[config.mk]
export PLATFORM = sky130hd
export DESIGN_NAME = chip_bus_bridge
export DESIGN_NICKNAME = d
export VERILOG_FILES = /design/src/hdl/bus_types_pkg.sv /design/src/hdl/chip_timing_pkg.sv /design/src/hdl/bus_clock_gen.sv /design/src/hdl/bus_master_mux.sv /design/src/hdl/read_capture.sv /design/src/hdl/bridge_ctrl.sv /design/src/hdl/chip_bus_bridge.sv
export SDC_FILE = /design/constraint.sdc
export NUM_CORES = 1
export LEC_CHECK = 0
export ABC_CLOCK_PERIOD_IN_PS = 5300
export BUFFER_PORTS_ARGS = -buffer_cell sky130_fd_sc_hd__buf_2
export CAP_MARGIN = 10
export CORE_MARGIN = 2
export CORE_UTILIZATION = 41
export DETAILED_ROUTE_END_ITERATION = 16
export PLACE_DENSITY_LB_ADDON = 0.1
export SLEW_MARGIN = 20
export SYNTH_ARGS = -nofsm -noshare
export SYNTH_HDL_FRONTEND = slang
export SYNTH_SLANG_ARGS = --single-unit
[constraint.sdc]
create_clock -name clk -period 5.3 [get_ports clk]
set_clock_uncertainty 0.2 [all_clocks]
set_input_delay 1.325 -clock clk [delete_from_list [all_inputs] [get_ports clk]]
set_output_delay 1.325 -clock clk [all_outputs]
set_load 0.02 [all_outputs]
[src/hdl/bus_types_pkg.sv]
package bus_types_pkg;

  // byte address bits 23..1, bit 0 is replaced by the two byte strobes
  localparam int ADDR_MSB = 23;
  localparam int DATA_W   = 16;

  // word address as seen on both sides of the bridge
  typedef logic [ADDR_MSB:1] addr_t;

  // one 16-bit bus word
  typedef logic [DATA_W-1:0] data_t;

  // [1] upper byte, [0] lower byte, active high inside the design
  typedef logic [1:0] byte_sel_t;

endpackage

[src/hdl/chip_timing_pkg.sv]
package chip_timing_pkg;

  localparam int ECLK_PHASE_W = 4;

  // defaults for the top level parameters
  localparam int ECLK_PHASES_DEF = 10;
  localparam int CCK_HALF_DEF    = 2;  // clk cycles per cck half period

  typedef logic [ECLK_PHASE_W-1:0] eclk_phase_t;

  typedef enum logic [2:0] {
    IDLE      = 3'd0,
    WAIT_SLOT = 3'd1,  // waiting for a free chip bus slot
    ACK       = 3'd2,
    STROBE    = 3'd3,
    RELEASE   = 3'd4
  } ctrl_state_t;

endpackage

[src/hdl/bus_clock_gen.sv]
`timescale 1ns/100ps

module bus_clock_gen #(
  parameter int ECLK_PHASES = chip_timing_pkg::ECLK_PHASES_DEF,
  parameter int CCK_HALF    = chip_timing_pkg::CCK_HALF_DEF
) (
  input  logic                         clk,
  input  logic                         rst_n,
  input  logic                         vpa,
  output logic                         cck,
  output chip_timing_pkg::eclk_phase_t eclk_phase,
  output logic                         vma
);

  import chip_timing_pkg::*;

  localparam int               CNT_W      = (CCK_HALF > 1) ? $clog2(CCK_HALF) : 1;
  localparam logic [CNT_W-1:0] CNT_LAST   = CNT_W'(CCK_HALF - 1);
  localparam eclk_phase_t      PHASE_LAST = eclk_phase_t'(ECLK_PHASES - 1);
  localparam eclk_phase_t      VMA_OPEN   = eclk_phase_t'(3);

  logic [CNT_W-1:0] half_cnt;
  logic             cck_rise;
  logic             vpa_q;

  // cck about to go high on this edge
  assign cck_rise = (half_cnt == CNT_LAST) && !cck;

  always_ff @(posedge clk) begin
    if (!rst_n) begin
      half_cnt <= '0;
      cck      <= 1'b0;
    end else if (half_cnt == CNT_LAST) begin
      half_cnt <= '0;
      cck      <= !cck;
    end else begin
      half_cnt <= half_cnt + 1'b1;
    end
  end

  // E-clock phase, one step per cck period
  always_ff @(posedge clk) begin
    if (!rst_n) begin
      eclk_phase <= '0;
    end else if (cck_rise) begin
      if (eclk_phase == PHASE_LAST)
        eclk_phase <= '0;
      else
        eclk_phase <= eclk_phase + 1'b1;
    end
  end

  always_ff @(posedge clk) begin
    if (!rst_n)
      vpa_q <= 1'b0;
    else
      vpa_q <= vpa;
  end

  // 6800 style valid memory address window
  always_ff @(posedge clk) begin
    if (!rst_n) begin
      vma <= 1'b0;
    end else if (eclk_phase == PHASE_LAST) begin
      vma <= 1'b0;  // end of E period closes the window
    end else if (eclk_phase == VMA_OPEN && vpa_q) begin
      vma <= 1'b1;
    end
  end

endmodule

[src/hdl/bus_master_mux.sv]
`timescale 1ns/100ps

module bus_master_mux (
  input  logic                     clk,
  input  logic                     rst_n,
  input  logic                     sel_host,
  // cpu side, active low strobes
  input  logic                     as_n,
  input  logic                     uds_n,
  input  logic                     lds_n,
  input  logic                     r_w,
  input  bus_types_pkg::addr_t     address,
  input  bus_types_pkg::data_t     cpu_wdata,
  // host side, active high strobes
  input  logic                     host_cs,
  input  logic                     host_we,
  input  bus_types_pkg::byte_sel_t host_bs,
  input  bus_types_pkg::addr_t     host_adr,
  input  bus_types_pkg::data_t     host_wdat,
  output logic                     req_as,
  output logic                     req_rw,
  output bus_types_pkg::byte_sel_t req_bs,
  output bus_types_pkg::addr_t     address_out,
  output bus_types_pkg::data_t     data_out
);

  import bus_types_pkg::*;

  logic      cur_as;
  logic      cur_rw;
  byte_sel_t cur_bs;
  byte_sel_t cpu_bs;

  assign cpu_bs = {!uds_n, !lds_n};

  // one request form for both masters, high = active, rw high = read
  always_comb begin
    if (sel_host) begin
      cur_as = host_cs;
      cur_rw = !host_we;
      cur_bs = host_bs;
    end else begin
      cur_as = !as_n;
      cur_rw = r_w;
      cur_bs = cpu_bs;
    end
  end

  always_ff @(posedge clk) begin
    if (!rst_n) begin
      req_as <= 1'b0;
      req_rw <= 1'b1;
      req_bs <= '0;
    end else begin
      req_as <= cur_as;
      req_rw <= cur_rw;
      req_bs <= cur_bs;
    end
  end

  assign address_out = sel_host ? host_adr : address;
  assign data_out    = sel_host ? host_wdat : cpu_wdata;

endmodule

[src/hdl/read_capture.sv]
`timescale 1ns/100ps

module read_capture (
  input  logic                 clk,
  input  logic                 rst_n,
  input  logic                 cap_en,
  input  bus_types_pkg::data_t data_in,
  output bus_types_pkg::data_t rdata
);

  import bus_types_pkg::*;

  data_t hold_q;

  // chip bus moves on after the strobe, so keep the word here
  always_ff @(posedge clk) begin
    if (!rst_n)
      hold_q <= '0;
    else if (cap_en)
      hold_q <= data_in;  // last cycle of the read strobe
  end

  assign rdata = hold_q;

endmodule

[src/hdl/bridge_ctrl.sv]
`timescale 1ns/100ps

module bridge_ctrl #(
  parameter int ECLK_PHASES = chip_timing_pkg::ECLK_PHASES_DEF,
  parameter int CCK_HALF    = chip_timing_pkg::CCK_HALF_DEF
) (
  input  logic                         clk,
  input  logic                         rst_n,
  input  logic                         cpu_halt,
  input  logic                         as_n,
  input  logic                         vpa,
  input  logic                         req_as,
  input  logic                         req_rw,
  input  bus_types_pkg::byte_sel_t     req_bs,
  input  logic                         cck,
  input  chip_timing_pkg::eclk_phase_t eclk_phase,
  input  logic                         vma,
  input  logic                         dbr,
  input  logic                         nrdy,
  output logic                         sel_host,
  output logic                         halted,
  output logic                         dtack_n,
  output logic                         host_ack,
  output logic                         rd,
  output logic                         hwr,
  output logic                         lwr,
  output logic                         cap_en
);

  import bus_types_pkg::*;
  import chip_timing_pkg::*;

  localparam eclk_phase_t      ACK_PHASE = eclk_phase_t'(ECLK_PHASES - 2);
  localparam int               CNT_W     = (CCK_HALF > 1) ? $clog2(CCK_HALF) : 1;
  localparam logic [CNT_W-1:0] STB_LAST  = CNT_W'(CCK_HALF - 1);

  ctrl_state_t      state;
  logic [CNT_W-1:0] stb_cnt;
  logic             own_chg;   // request register still holds the old owner
  logic             req_gone;  // master let go before RELEASE
  logic             vpa_cycle;
  logic             slot_ok;
  logic             strobe_on;
  byte_sel_t        wr_lanes;

  // peripheral timing only applies to cpu cycles
  assign vpa_cycle = vpa && !halted;

  always_comb begin
    if (vpa_cycle)
      slot_ok = cck && vma && (eclk_phase == ACK_PHASE) && !nrdy;
    else
      slot_ok = cck && !dbr && !nrdy;
  end

  always_ff @(posedge clk) begin
    if (!rst_n) begin
      state    <= IDLE;
      stb_cnt  <= '0;
      halted   <= 1'b0;
      own_chg  <= 1'b0;
      req_gone <= 1'b0;
      dtack_n  <= 1'b1;
      host_ack <= 1'b0;
    end else begin
      host_ack <= 1'b0;
      own_chg  <= 1'b0;
      case (state)
        IDLE: begin
          req_gone <= 1'b0;
          if (as_n && (halted != cpu_halt)) begin
            halted  <= cpu_halt;  // hand over only between cycles
            own_chg <= 1'b1;
          end else if (req_as && !own_chg) begin
            state <= WAIT_SLOT;
          end
        end
        WAIT_SLOT: begin
          // dbr and nrdy simply keep us here
          if (slot_ok) begin
            state <= ACK;
            if (halted)
              host_ack <= 1'b1;
            else
              dtack_n <= 1'b0;
          end
        end
        ACK: begin
          if (!cck) begin
            state   <= STROBE;
            stb_cnt <= '0;
          end
        end
        STROBE: begin
          if (stb_cnt == STB_LAST)
            state <= RELEASE;
          else
            stb_cnt <= stb_cnt + 1'b1;
        end
        RELEASE: begin
          if (!req_as || req_gone)
            state <= IDLE;
        end
        default: state <= IDLE;
      endcase

      // master has seen the acknowledge and dropped its strobe
      if ((state == ACK || state == STROBE || state == RELEASE) && !req_as) begin
        dtack_n  <= 1'b1;
        req_gone <= 1'b1;
      end
    end
  end

  assign strobe_on = (state == STROBE);
  assign wr_lanes  = req_rw ? '0 : req_bs;

  assign rd     = strobe_on && req_rw;
  assign hwr    = strobe_on && wr_lanes[1];
  assign lwr    = strobe_on && wr_lanes[0];
  assign cap_en = rd && (stb_cnt == STB_LAST);  // close of read strobe

  assign sel_host = halted;

endmodule

[src/hdl/chip_bus_bridge.sv]
`timescale 1ns/100ps

module chip_bus_bridge #(
  parameter int ECLK_PHASES = chip_timing_pkg::ECLK_PHASES_DEF,
  parameter int CCK_HALF    = chip_timing_pkg::CCK_HALF_DEF
) (
  input  logic                     clk,
  input  logic                     rst_n,
  // 68000 style cpu bus
  input  logic                     as_n,
  input  logic                     uds_n,
  input  logic                     lds_n,
  input  logic                     r_w,
  input  bus_types_pkg::addr_t     address,
  input  bus_types_pkg::data_t     cpu_wdata,
  input  logic                     vpa,
  output logic                     dtack_n,
  output bus_types_pkg::data_t     cpu_rdata,
  // host port, served while halted
  input  logic                     cpu_halt,
  output logic                     halted,
  input  logic                     host_cs,
  input  logic                     host_we,
  input  bus_types_pkg::byte_sel_t host_bs,
  input  bus_types_pkg::addr_t     host_adr,
  input  bus_types_pkg::data_t     host_wdat,
  output logic                     host_ack,
  output bus_types_pkg::data_t     host_rdat,
  // chip bus
  output bus_types_pkg::addr_t     address_out,
  output bus_types_pkg::data_t     data_out,
  output logic                     rd,
  output logic                     hwr,
  output logic                     lwr,
  input  bus_types_pkg::data_t     data_in,
  input  logic                     dbr,
  input  logic                     nrdy
);

  import bus_types_pkg::*;
  import chip_timing_pkg::*;

  logic        cck;
  logic        vma;
  eclk_phase_t eclk_phase;
  logic        sel_host;
  logic        cap_en;
  logic        req_as;
  logic        req_rw;
  byte_sel_t   req_bs;
  data_t       rdata;

  bus_clock_gen #(
    .ECLK_PHASES (ECLK_PHASES),
    .CCK_HALF    (CCK_HALF)
  ) i_clock_gen (
    .clk        (clk),
    .rst_n      (rst_n),
    .vpa        (vpa),
    .cck        (cck),
    .eclk_phase (eclk_phase),
    .vma        (vma)
  );

  bus_master_mux i_mux (
    .clk         (clk),
    .rst_n       (rst_n),
    .sel_host    (sel_host),
    .as_n        (as_n),
    .uds_n       (uds_n),
    .lds_n       (lds_n),
    .r_w         (r_w),
    .address     (address),
    .cpu_wdata   (cpu_wdata),
    .host_cs     (host_cs),
    .host_we     (host_we),
    .host_bs     (host_bs),
    .host_adr    (host_adr),
    .host_wdat   (host_wdat),
    .req_as      (req_as),
    .req_rw      (req_rw),
    .req_bs      (req_bs),
    .address_out (address_out),
    .data_out    (data_out)
  );

  read_capture i_capture (
    .clk     (clk),
    .rst_n   (rst_n),
    .cap_en  (cap_en),
    .data_in (data_in),
    .rdata   (rdata)
  );

  bridge_ctrl #(
    .ECLK_PHASES (ECLK_PHASES),
    .CCK_HALF    (CCK_HALF)
  ) i_ctrl (
    .clk        (clk),
    .rst_n      (rst_n),
    .cpu_halt   (cpu_halt),
    .as_n       (as_n),
    .vpa        (vpa),
    .req_as     (req_as),
    .req_rw     (req_rw),
    .req_bs     (req_bs),
    .cck        (cck),
    .eclk_phase (eclk_phase),
    .vma        (vma),
    .dbr        (dbr),
    .nrdy       (nrdy),
    .sel_host   (sel_host),
    .halted     (halted),
    .dtack_n    (dtack_n),
    .host_ack   (host_ack),
    .rd         (rd),
    .hwr        (hwr),
    .lwr        (lwr),
    .cap_en     (cap_en)
  );

  // one holding register serves both masters
  assign cpu_rdata = rdata;
  assign host_rdat = rdata;

endmodule

[Word level (Yosys, flattened, before mapping)]
Cells that the tools add are included.
Storage, ports and cells
  bits in registers: 37
  input bits: 108
Cells by class
  mux-type cells: 22
  bitwise operators: 2
  add/sub/neg operators: 3
  reduce and logical (&&, ||, !) cells: 40
  eq/ne operators: 14
Operators by type and width (count)
  $mux W23: 1
  $mux W3: 6
  $mux W16: 1
  $logic_and A1 B1 Y1: 15
  $pmux W3 S5: 1
  $logic_not A1 Y1: 10
  $mux W1: 9
  $eq A4 B4 Y1 const B: 2
  $ne A2 B1 Y1 const B: 4
  $eq A3 B2 Y1 const B: 2
  $reduce_and A2 Y1: 3
  $reduce_and A3 Y1: 2
  $reduce_and A6 Y1: 1
  $reduce_or A2 Y1: 3
  $add A4 B1 Y4 const B: 1
  $eq A4 B2 Y1 const B: 1
  $mux W2: 2
  $mux W4: 1
  $ne A2 B2 Y1 const B: 2
  $reduce_bool A2 Y1: 2
  $eq A3 B1 Y1 const B: 1
  $eq A3 B3 Y1 const B: 1
  $logic_not A3 Y1: 1
  $logic_or A1 B1 Y1: 3
  4 further kinds: 6

[Logic depth before layout (Yosys ltp)]
  depth in word-level cells: 6
  mapped depth: 8
  mapped depth without buffers: 4

[Modules after synthesis]
From an unflattened synthesis, not the netlist that was laid out.
Unflattened totals
  cell total of the unflattened synthesis: 223
  area, all modules: 2373.5 um^2
By module, submodules not included
  bus_master_mux: cells an instance 60, times used 1, seq. area each 80.1 um^2, area each 734.5 um^2
  read_capture: cells an instance 51, times used 1, seq. area each 320.3 um^2, area each 615.6 um^2
  bridge_ctrl: cells an instance 62, times used 1, seq. area each 180.2 um^2, area each 564.3 um^2
  bus_clock_gen: cells an instance 34, times used 1, seq. area each 160.2 um^2, area each 339.1 um^2
  chip_bus_bridge: cells an instance 16, times used 1, seq. area each 0.0 um^2, area each 120.1 um^2

[Worst setup path before layout]
No wires, ideal clock.
  kind: in2out
  start point: input port host_adr[0]
  end point: output port address_out[0]
  slack: 2.145 ns
  path buffers: 0
  stages on the path: 1
  required time: 3.775 ns
  data arrival time: 1.630 ns
  path through: mux2_2
On the way
  word-level cells in the longest chain between the ends: 1
Ends and longest elaborated chain
  start, declared: line chip_bus_bridge.sv:25  | input bus_types_pkg::addr_t host_adr,
  $mux W23: line bus_master_mux.sv:61  | assign address_out = sel_host ? host_adr : address;
  end, declared: line chip_bus_bridge.sv:30  | output bus_types_pkg::addr_t address_out,
Every way passes these cells.

[Final worst setup path]
  start point: register i_ctrl.halted
  end point: output port data_out[12]
On the way
  word-level cells in the longest chain between the ends: 1
Ends and longest elaborated chain
  start, declared: line bridge_ctrl.sv:21  | output logic halted,
  start signal, assigned: line bridge_ctrl.sv:72  | halted <= cpu_halt;
  $mux W16: line bus_master_mux.sv:62  | assign data_out = sel_host ? host_wdat : cpu_wdata;
  end, declared: line chip_bus_bridge.sv:31  | output bus_types_pkg::data_t data_out,
Every way passes these cells.

==> impl_metrics.yaml <==
run_status:
  status: "finished, final reports clean"
timing:
  slew_headroom_pct: 29.0
  finalHoldViolations: 0
  rsz0062_at_grt: "no"
  setup_tns_ns: 0
  fmaxAchievable_mhz: 290
  worst-slew-pin-transition_ns: 1.07
  post-route-period-util_pct: 65.1
  slew_viol_final: 0
  min_period_ns: 3.45
  setup_violations: 0
clock_network:
  clk_latency_ns: 0.28
  clock_sinks: 37
  cts_tree: "yes"
  cts.path.max_buffers: 2
  numCtsBuffers: 5
  cts_setup_buffers: 0
  holdBufCountCts: 0
  cts_htree_levels: 2
  clkTransAtPathRegs_ns: 0.07
  root_buffer: "clkbuf_8"
  cts_resized: 0
global_routing:
  grt_first_pass_wirelength_microns: 8380
  grt_busiest_layer: "met2"
  grt_overflow: 0
  grt_max_degree: 55
  grt.total_usage_pct: 19.1
  antenna_found_initial: 0
  use_met3_pct: 3.97
  use_met2_pct: 32.7
  grt_pass1_vias: 1919
  use_met1_pct: 23.3
pwr:
  clockPowerShare_pct: 31.9
  comb_power_share_pct: 22.6
  netSwitchingPower_uw: 179
  power_frac_seq_pct: 45.5
  switching_share_pct: 27.1
  p_int_uw: 482
  p_leak_nw: 1.48
  power_density_nw_per_um2: 221
  power.total_uw: 662
  peakVddDrop_v: 0.0000932
worst_hold_path:
  hold_start: "i_capture.rdata[6]"
  hold_path_class: "flop to flop"
  hold_path_depth: 2
  whs_endpoint: "i_capture.rdata[6]"
logic_synthesis:
  synthesis.area_sq_um: 2090
  synth_edf_count: 0
  synthDominantCellAreaShare_pct: 35.5
  synth_top_area_cell: "dfxtp_1"
  avgSynthCellArea_sq_um: 8.66
  synthesis.nets: 349
  netlist_instances: 241
  synthFlopType: "dfxtp_1"
  ys_seq_area_share_pct: 35.5
  ys_warn_count: 0
  ys_types: 39
  synth_seq_cells: 37
  ys_top_cells_by_area: "dfxtp_1, mux2_2, nand2_1"
  async_reset_ff_share_pct: 0
worst_setup_path:
  critical_path_class: "flop to output port"
  endpoint_kind: "output port"
  worstPathMaxFanout: 54
  ff2ff_path_depth: 4
  startpoint_type: "flop"
  ff2ff_setup_slack_ns: 2.90
  reg2reg_to: "i_ctrl.state[0]"
  worstPathRequired_ns: 3.77
  critical_path_arrival_ns: 1.93
  r2r_start: "i_ctrl.halted"
cells_and_area:
  diodes: 0
  most-common-layout-cells: "buf_2, mux2_2, nand2_1"
  final_cells: 468
  syn2layout_area_growth_pct: 43.6
  drive_gt1_share_pct: 58.4
  fill_cells: 481
  layout_commonest_cell: "buf_2"
  final_net_count: 508
route:
  drc: 0
  drt_pass1_iterations: 4
  drt-total-wl_microns: 5660
  vias: 2177
  drtAntennaViolNets: 0
  avgRoutedWirePerCell_microns: 12.1
  drtIter0Drc: 62
  vias_per_cell: 4.65
floorplan:
  die_h_microns: 75.4
  design.core.area_sq_um: 4820
  dieArea_sq_um: 5680
  rows: 25
  die_w_microns: 75.4
  initial_core_util_pct: 43.4
  ios: 185
placed_design:
  port_buffers: 184
  place_congestion: 0.822
  dp_hpwl_microns: 4490
  dp_cells: 460
flow_run:
  cap_violations: 0
area by class of cell:
class / count / area (sq um) / area share (%)
clock buffers: 7 / 96.3 / 3.21
repair buffers: 184 / 921 / 30.7
multi-input cells: 167 / 1130 / 37.7
clock inverters: 1 / 5.00 / 0.167
well taps: 67 / 83.8 / 2.80
flip-flops and latches: 37 / 742 / 24.7
inverters: 5 / 18.8 / 0.626
synthesized netlist by cell type (all sizes together), types with 2 or more instances:
| cell type | instances |
|---|---|
| inv | 5 |
| nor3b | 4 |
| nand2 | 37 |
| and3 | 3 |
| nor2 | 15 |
| o21ai | 7 |
| dfxtp | 37 |
| nand2b | 2 |
| nor2b | 6 |
| and2 | 2 |
| a21oi | 26 |
| and4b | 2 |
| mux2 | 40 |
| nand3b | 2 |
| buf | 24 |
| clkbuf | 8 |
| xnor2 | 3 |
layer usage:
layer  part of all wire (%)  wire [microns]
met5                      0               0
met4                    1.6              89
met3                    7.0             399
met2                     48            2700
met1                     44            2480
state kept, by name (all words and copies together), names as in the netlist:
name / count
i_mux.req_as: 1
i_clock_gen.half_cnt: 1
i_clock_gen.eclk_phase: 4
i_ctrl.halted: 1
i_clock_gen.vpa_q: 1
i_clock_gen.cck: 1
i_ctrl.host_ack: 1
i_capture.rdata: 16
i_ctrl.own_chg: 1
i_mux.req_rw: 1
i_mux.req_bs: 2
i_ctrl.dtack_n: 1
i_ctrl.req_gone: 1
i_ctrl.stb_cnt: 1
i_clock_gen.vma: 1
i_ctrl.state: 3
worst max-delay path, stage by stage (launching register included):
cell	delay, ns
dfxtp_2	1.04
mux2_2	0.43
buf_2	0.16
power groups by stage:
stage	Clock [mW]	Combinational (mW)	Sequential, mW
floorplan	0	0.0947	0.297
detailed placement	0	0.150	0.308
global placement	0	0.148	0.308
global route	0.227	0.162	0.303
finish	0.211	0.149	0.301
CTS	0.218	0.151	0.301
kinds of logic (layout without fill, tap and decap cells):
family                 count (synthesis)  in the layout  share of synthesized area, %
flip-flops                            37             37                          35.5
buffers and inverters                 37            197                          10.4
AO/OA/AOI/OAI                         42             42                          11.4
multiplexers                          41             41                          22.0
AND/OR/NAND/NOR                       80             80                          19.0
XOR/XNOR                               4              4                          1.68
how the worst max path moves through the flow:
stage	start	endpoint	slack (ns)	cells past startpoint
after floorplan	host_adr[0]	address_out[0]	2.14	1
after global placement	host_adr[7]	address_out[7]	1.92	3
after detailed placement	host_adr[5]	address_out[5]	1.93	3
after CTS	i_ctrl.halted	data_out[12]	1.83	2
after global routing	i_ctrl.state[1]	hwr	1.71	4
final	i_ctrl.halted	data_out[12]	1.85	2
metrics by stage:
step	cell area [sq um]	utilization [%]	hold WS (ns)	worst slack, ns
finish	3000	62.2	0.260	1.85
global route	3000	62.2	0.293	1.71
CTS	3000	62.2	0.264	1.83
detailed placement	2900	60.1	0.254	1.93
global placement	2900	60.1	0.249	1.92
floorplan	2090	-	0.233	2.14
(Power assumes the default switching activity.)
